$ cat config.mk
export PLATFORM = sky130hd
export DESIGN_NAME = evp_sequencer
export DESIGN_NICKNAME = d
export VERILOG_FILES = /design/src/hw/evp_pkg.sv /design/src/hw/evp_sequencer.sv
export SDC_FILE = /design/constraint.sdc
export NUM_CORES = 2
export LEC_CHECK = 0
export BUFFER_PORTS_ARGS = -buffer_cell sky130_fd_sc_hd__buf_2
export CAP_MARGIN = 20
export CELL_PAD_IN_SITES_DETAIL_PLACEMENT = 0
export CELL_PAD_IN_SITES_GLOBAL_PLACEMENT = 1
export CORE_UTILIZATION = 54
export DETAILED_ROUTE_END_ITERATION = 16
export GPL_TIMING_DRIVEN = 1
export PLACE_DENSITY = 0.95
export REMOVE_ABC_BUFFERS = 1
export SYNTH_ARGS = -nofsm -noshare
export SYNTH_HDL_FRONTEND = slang
export SYNTH_SLANG_ARGS = --single-unit
$ cat constraint.sdc
create_clock -name clk -period 15.6 [get_ports clk]
set_input_delay 1.56 -clock clk [delete_from_list [all_inputs] [get_ports clk]]
set_output_delay 1.56 -clock clk [all_outputs]
set_load 0.01 [all_outputs]
$ cat src/hw/evp_pkg.sv
package evp_pkg;

	// data buffer
	localparam int buffer_size = 1024;
	localparam int buf_addr_w = $clog2(buffer_size); // 10 bits.

	// datapath widths
	localparam int sample_w = 16; // samples and coefficients share this width.
	localparam int acc_w = 32;

	// coefficient store and degree table
	localparam int poly_count = 8;
	localparam int sel_w = $clog2(poly_count);
	localparam int coeffs_per_poly = 11; // c0 up to c10.
	localparam int max_degree = coeffs_per_poly - 1;
	localparam int coeff_depth = poly_count * coeffs_per_poly; // 88 words.
	localparam int coeff_addr_w = $clog2(coeff_depth);
	localparam int degree_w = 5;

	// status codes reported next to the result
	localparam logic [acc_w-1:0] status_ok = '0;
	localparam logic [acc_w-1:0] status_bad_degree = acc_w'(2);
	localparam logic [acc_w-1:0] status_busy = '1; // held from reset and while running.

	typedef enum logic [3:0] {
		st_idle,
		st_start,
		st_rd_degree,
		st_check_degree,
		st_rd_sample,
		st_capture,
		st_mac,
		st_fetch_coeff,
		st_next_term,
		st_output,
		st_error,
		st_end
	} evp_state_t;

endpackage
$ cat src/hw/evp_sequencer.sv
`timescale 1ns/1ns

module evp_sequencer (
	input logic clk,
	input logic rst,
	input logic start,
	input logic [evp_pkg::sel_w-1:0] poly_sel,
	input logic [evp_pkg::buf_addr_w-1:0] x_addr,
	output logic sample_rd_en,
	output logic [evp_pkg::buf_addr_w-1:0] sample_rd_addr,
	input logic [evp_pkg::sample_w-1:0] sample,
	output logic coeff_rd_en,
	output logic [evp_pkg::coeff_addr_w-1:0] coeff_rd_addr,
	input logic [evp_pkg::sample_w-1:0] coeff,
	output logic degree_rd_en,
	output logic [evp_pkg::sel_w-1:0] degree_rd_addr,
	input logic [evp_pkg::degree_w-1:0] degree,
	output logic [evp_pkg::buf_addr_w-1:0] next_x_addr,
	output logic done,
	output logic [evp_pkg::acc_w-1:0] result,
	output logic [evp_pkg::acc_w-1:0] status
);

	import evp_pkg::*;

	evp_state_t state;
	evp_state_t state_nxt;

	logic [sel_w-1:0] sel_q;
	logic [buf_addr_w-1:0] x_addr_q;
	logic [$clog2(coeffs_per_poly + 1)-1:0] term_idx; // index of the next coefficient to read.

	logic [sample_w-1:0] x_val;
	logic [sample_w-1:0] c_val;
	logic [acc_w-1:0] monomial;
	logic [acc_w-1:0] sum;

	logic term_last;
	logic degree_bad;

	// the degree table keeps its read value, so the degree needs no local copy.
	assign degree_bad = degree > degree_w'(max_degree);
	assign term_last = degree_w'(term_idx) > degree;

	// memory read ports
	assign degree_rd_en = (state == st_rd_degree);
	assign degree_rd_addr = sel_q;
	assign sample_rd_en = (state == st_rd_sample);
	assign sample_rd_addr = x_addr_q;
	assign coeff_rd_en = (state == st_rd_sample) || (state == st_fetch_coeff);
	assign coeff_rd_addr = coeff_addr_w'(sel_q * coeffs_per_poly) + coeff_addr_w'(term_idx);

	assign done = (state == st_end);

	always_comb
	begin
		state_nxt = state;
		case (state)
			st_idle:
			begin
				if (start)
				begin
					state_nxt = st_start;
				end
			end
			st_start:
			begin
				state_nxt = st_rd_degree;
			end
			st_rd_degree:
			begin
				state_nxt = st_check_degree;
			end
			st_check_degree:
			begin
				if (degree_bad)
				begin
					state_nxt = st_error;
				end
				else
				begin
					state_nxt = st_rd_sample;
				end
			end
			st_rd_sample:
			begin
				state_nxt = st_capture;
			end
			st_capture:
			begin
				state_nxt = st_mac;
			end
			st_mac:
			begin
				if (term_last)
				begin
					state_nxt = st_output;
				end
				else
				begin
					state_nxt = st_fetch_coeff;
				end
			end
			st_fetch_coeff:
			begin
				state_nxt = st_next_term;
			end
			st_next_term:
			begin
				state_nxt = st_mac;
			end
			st_output:
			begin
				state_nxt = st_end;
			end
			st_error:
			begin
				state_nxt = st_end;
			end
			st_end:
			begin
				state_nxt = st_idle;
			end
			default:
			begin
				state_nxt = st_idle;
			end
		endcase
	end

	always_ff @(posedge clk or negedge rst)
	begin
		if (!rst)
		begin
			state <= st_idle;
			sel_q <= '0;
			x_addr_q <= '0;
			term_idx <= '0;
			next_x_addr <= '0;
			result <= '0;
			status <= status_busy;
		end
		else
		begin
			state <= state_nxt;
			case (state)
				st_idle:
				begin
					if (start)
					begin
						sel_q <= poly_sel; // start is only looked at here.
						x_addr_q <= x_addr;
					end
				end
				st_start:
				begin
					term_idx <= '0;
					result <= '0;
					status <= status_busy;
				end
				st_rd_sample:
				begin
					next_x_addr <= x_addr_q + 1'b1; // wraps at the end of the buffer.
				end
				st_capture:
				begin
					term_idx <= 1'b1; // c0 is already on its way in.
				end
				st_next_term:
				begin
					term_idx <= term_idx + 1'b1;
				end
				st_output:
				begin
					result <= sum;
					status <= status_ok;
				end
				st_error:
				begin
					result <= '0;
					status <= status_bad_degree;
				end
				default:
				begin
				end
			endcase
		end
	end

	// arithmetic registers, all set up in st_capture before they are used.
	always_ff @(posedge clk)
	begin
		case (state)
			st_capture:
			begin
				x_val <= sample;
				c_val <= coeff;
				monomial <= acc_w'(1);
				sum <= '0;
			end
			st_mac:
			begin
				sum <= sum + monomial * acc_w'(c_val); // low 32 bits only.
			end
			st_next_term:
			begin
				c_val <= coeff;
				monomial <= monomial * acc_w'(x_val);
			end
			default:
			begin
			end
		endcase
	end

endmodule

; Word level (Yosys, flattened, before mapping)
; Index checks and enable logic that the tools add are counted.
[word_totals]
output_inout_bits = 98
wordCells = 52
register_bits = 191
in_bits = 53
[classes]
addsub = 4
magnitude_cmp = 2
n_mux = 9
n_eq_ne = 12
n_reduce_logical = 11
multipliers = 3
[ops]
columns = op, count
row1 = 32-bit one-hot mux with 2 select lines, 3
row2 = 32-bit one-hot mux with 3 select lines, 1
row3 = 32-bit by 16-bit multiplier with 32-bit output, 2
row4 = 4-bit one-hot mux with 9 select lines, 1
row5 = 32-bit adder, 1
row6 = "4-bit by 3-bit equality test with 1-bit output, second input constant", 4
row7 = "4-bit equality test, second input constant", 4
row8 = 4-bit two-way mux, 3
row9 = 4-bit one-hot mux with 3 select lines, 1
row10 = "10-bit by 1-bit adder with 10-bit output, second input constant", 1
row11 = "4-bit by 2-bit equality test with 1-bit output, second input constant", 2
row12 = 7-bit by 4-bit adder with 7-bit output, 1
row13 = "3-bit by 4-bit multiplier with 7-bit output, second input constant", 1
row14 = 2-bit nonzero test, 3
row15 = 3-bit nonzero test, 2
row16 = 2-bit OR reduction, 3
row17 = 4-bit by 5-bit > comparator with 1-bit output, 1
row18 = "5-bit by 4-bit > comparator with 1-bit output, second input constant", 1
row19 = "4-bit by 1-bit adder with 4-bit output, second input constant", 1
row20 = "4-bit by 1-bit equality test with 1-bit output, second input constant", 1
row21 = 4-bit logical NOT, 1
row22 = "2-bit inequality test, second input constant", 1
row23 = 2-bit AND reduction, 1
row24 = 1-bit logical OR, 1

; Depth between registers and ports, before layout
[logic_depth]
depth_word = 3
ltp_mapped = 24
ltp_nobuf = 22

; Worst setup path before layout
; OpenSTA, ideal clock, no wires.
[synth_timing]
path_type = reg2reg
startpoint = register x_val[2]
endpoint = register monomial[24] (data pin)
slack_ns = 9.405
period_less_slack_ns = 6.195
setup_ns = 0.263
t_arrival_ns = 5.932
path_buffers = 2
t_required_ns = 15.337
path_stages_with_launch = 22
cell_sequence = edfxtp_1 -> clkbuf_1 -> clkbuf_1 -> nand2_1 -> fa_1 -> fa_1 -> fa_1 -> inv_1 -> fa_1 -> fa_1 -> inv_1 -> fa_1 -> inv_1 -> ha_1 -> and3_1 -> o2111a_1 -> and3_1 -> a211o_1 -> a311o_1 -> a21oi_2 -> mux2i_1 -> o21ai_1
[synth_between]
elab_chain_cells = 2
[synth_lines]
columns = item, line_no
row1 = start: declaration, evp_sequencer.sv:33  ; logic [sample_w-1:0] x_val;
row2 = start signal: assignment, evp_sequencer.sv:196  ; x_val <= sample;
row3 = 32-bit by 16-bit multiplier with 32-bit output, evp_sequencer.sv:208  ; monomial <= monomial * acc_w'(x_val);
row4 = 32-bit one-hot mux with 2 select lines, evp_sequencer.sv:193  ; case (state)
row5 = end signal: assignment, evp_sequencer.sv:198  ; monomial <= acc_w'(1);
row6 = end signal: assignment, evp_sequencer.sv:208
row7 = end: declaration, evp_sequencer.sv:35  ; logic [acc_w-1:0] monomial;
; No other way between the ends.
; A chain may end at the register's enable or synchronous reset.

; Worst setup path in the final report
[layout_timing]
startpoint = register c_val[7]
endpoint = register sum[27] (data pin)
[layout_between]
elab_chain_cells = 3
[layout_lines]
columns = item, line_no
row1 = start: declaration, evp_sequencer.sv:34  ; logic [sample_w-1:0] c_val;
row2 = start signal: assignment, evp_sequencer.sv:197  ; c_val <= coeff;
row3 = start signal: assignment, evp_sequencer.sv:207  ; c_val <= coeff;
row4 = 32-bit by 16-bit multiplier with 32-bit output, evp_sequencer.sv:203  ; sum <= sum + monomial * acc_w'(c_val);
row5 = 32-bit adder, evp_sequencer.sv:203
row6 = 32-bit one-hot mux with 2 select lines, evp_sequencer.sv:193
row7 = end signal: assignment, evp_sequencer.sv:203
row8 = end: declaration, evp_sequencer.sv:36  ; logic [acc_w-1:0] sum;
; No other way between the ends.

==> qor.csv <==
metric,value,unit
status,"complete, no violations",
Global Route Usage Sum,27.8,%
# nets final,4259,
sequential cell area fraction in the yosys report,14.7,%
CTS-repair resized insts,0,
die width,240,um
top-count cell post-synth,inv_1,
core area,56300,um2
Starting Density,54.5,%
Fmax,140,MHz
CTS max path bufs,2,
CTS root buffer,clkbuf_16,
Synth top area share,41.8,%
postcts setup bufs,0,
Final setup viols,0,
global-route wire length before repair,123000,um
Mapped Avg Cell Area,9.06,um2
first drt pass iteration count,5,
Setup crit end kind,flop,
critical path class,flop to flop,
drt initial violations,1205,
headroom to the max-slew limit,35.9,%
register area,4510,um2
leading area contributor after synthesis,fa_1,
reg-to-reg startpoint,c_val[7]$_DFFE_PP_,
flop and latch count out of synthesis,161,
Startpoint Class,flop,
Worst R2R End,sum[27]$_SDFFCE_PN0P_,
Worst Path Max Fanout,25,
TNS Setup,0,ns
clk slew on worst S/H paths,0.07,ns
"EDFF count, synth",96,
Layout fillers,5025,
total number of vias,22341,
Port Buf Inserts,150,
number of global-route vias before repair,24053,
Die Area,57800,um2
leading post-synthesis cells by cell area,"fa_1 42%, inv_1 9.9%, edfxtp_1 9.4%",
Hold Buf Count CTS,0,
"Top FF cell, synth",edfxtp_1,
library cells used by synthesis,63,
clk sinks,161,
minimum period implied by the final worst setup slack,7.15,ns
CTS tree,yes,
Final Hold Viols,0,
WL final,74000,um
Ports,151,
Synth-to-Final Area Change,6.02,%
"reg-to-reg slack, setup",8.45,ns
CP required,15.84,ns
final clock skew,0.0151,ns
critical path arrival,7.39,ns
pin count of the biggest net entering global routing,66,
ys async rst share,40.4,%
multi-input logic area,22300,um2
Yosys warnings,0,
Min-Delay Path Class,flop to flop,
CTS H-tree lvls,4,
Syn Inst Count,3387,
Hold Crit Depth,2,
total CTS buffers,17,
worst-margin pin slew,0.957,ns
Detail Placement HPWL,54600,um
RSZ-0062 raised after global routing,no,
Avg WL per Cell,17.7,um
initial antenna violation count,1,
row cnt,87,
fin crit share,45.8,%
antenna diode count,0,
worst hold path startpoint,next_x_addr[0]$_DFFE_PN0P_,
cell area after synthesis,30700,um2
MaxCap Viol Count,0,
most instantiated cells after synthesis,"808 x inv_1, 641 x fa_1, 583 x nand2_1",
Routability Congestion,0.838,
Worst-Skew Late Latency,0.51,ns
DRT antenna net count,0,
Max Slew Vio Count,0,
GRT Residual Overflow,0,
DRC Markers,0,
layout cells sized above 1,7.64,%
via density per instance,5.34,
cells on worst reg2reg path,21,
Worst Hold End,next_x_addr[0]$_DFFE_PN0P_,
die height,240,um
==> routing by layer <==
metal  vias up  GRT usage (%)  wire, um
met4         2           12.7      3080
met2       879           46.4     36600
met1     11395           34.8     28600
met3       174           5.81      5750
li1       9891              -         -
met5         -              0        17
==> critical path, cell delays in order, from the launching register on <==
cell and delay [ns]:
edfxtp_1 0.95, nand2_1 0.18, fa_1 0.56, inv_1 0.05, fa_1 0.50, inv_1 0.06
fa_1 0.53, inv_1 0.05, fa_1 0.46, fa_1 0.50, inv_1 0.05, fa_1 0.47
inv_1 0.04, ha_1 0.33, and3_1 0.22, a221o_1 0.37, and2_1 0.20, a311oi_1 0.58
o311ai_1 0.31, a21oi_1 0.25, xor2_1 0.16, nor2_1 0.05
==> cell usage in the layout, fill, tap and decap left out, types with 6 or more instances in the layout <==
cell type / instances
a211oi_1: 11
a21o_1: 22
a21oi_1: 74
a31oi_1: 9
and2_1: 318
and3_1: 13
buf_2: 150
buf_4: 54
clkbuf_16: 17
dfrtp_1: 63
edfxtp_1: 96
fa_1: 641
ha_1: 150
inv_1: 808
inv_6: 7
mux2_2: 13
nand2_1: 582
nand2b_1: 7
nand3_1: 17
nand4_1: 6
nor2_1: 99
nor2b_1: 7
nor3_1: 19
o211ai_1: 6
o21a_1: 15
o21ai_0: 32
o21ai_1: 8
xnor2_1: 74
xor2_1: 42
==> kinds of logic (layout without fill, tap and decap cells) <==
logic type	after synthesis	after routing	synth area share, %
buf+inv	1003	1044	12.6
compound gates	215	215	4.45
simple gates	1086	1086	16.5
xor+xnor	116	116	3.31
flops	161	161	14.7
fa+ha+maj	791	791	47.9
mux	15	15	0.542
==> flip-flops by register name, summed over array words and instances (netlist names) <==
register	flops
degree_rd_addr	3
term_idx	4
next_x_addr	10
sum	32
sample_rd_addr	10
result	32
monomial	32
state	4
c_val	16
status	2
x_val	16
==> how the worst max path moves through the flow <==
stage,startpoint,end
5_1_grt,c_val[7]$_DFFE_PP_,sum[31]$_SDFFCE_PN0P_
3_3_place_gp,c_val[7]$_DFFE_PP_,sum[31]$_SDFFCE_PN0P_
6_report,c_val[7]$_DFFE_PP_,sum[27]$_SDFFCE_PN0P_
4_1_cts,c_val[7]$_DFFE_PP_,sum[27]$_SDFFCE_PN0P_
2_1_floorplan,monomial[8]$_SDFFCE_PP0P_,monomial[24]$_SDFFCE_PP0P_
3_5_place_dp,c_val[7]$_DFFE_PP_,sum[31]$_SDFFCE_PN0P_
==> stage by stage <==
step	worst slack, ns	cell area [um2]	std cells	util, %	hold slack (ns)
3_3_place_gp	8.67	32000	4152	56.8	0.455
6_report	8.45	32500	4184	57.8	0.481
2_1_floorplan	9.39	29900	3192	-	0.504
4_1_cts	8.62	32500	4184	57.8	0.491
5_1_grt	8.17	32500	4184	57.8	0.525
3_5_place_dp	8.61	32000	4152	56.8	0.473
==> area by class of cell <==
class,instances,share of cell area (%)
Clock inverter,13,0.415
Timing Repair Buffer,204,3.55
Clock buffer,19,1.36
Inverter,808,9.32
Tap cell,756,2.91
Multi-Input combinational cell,2223,68.6
Sequential cell,161,13.9
Power is left out: the tool's default activity adds up to more than one toggle a clock period on the data nets, which glitch-free logic cannot reach.
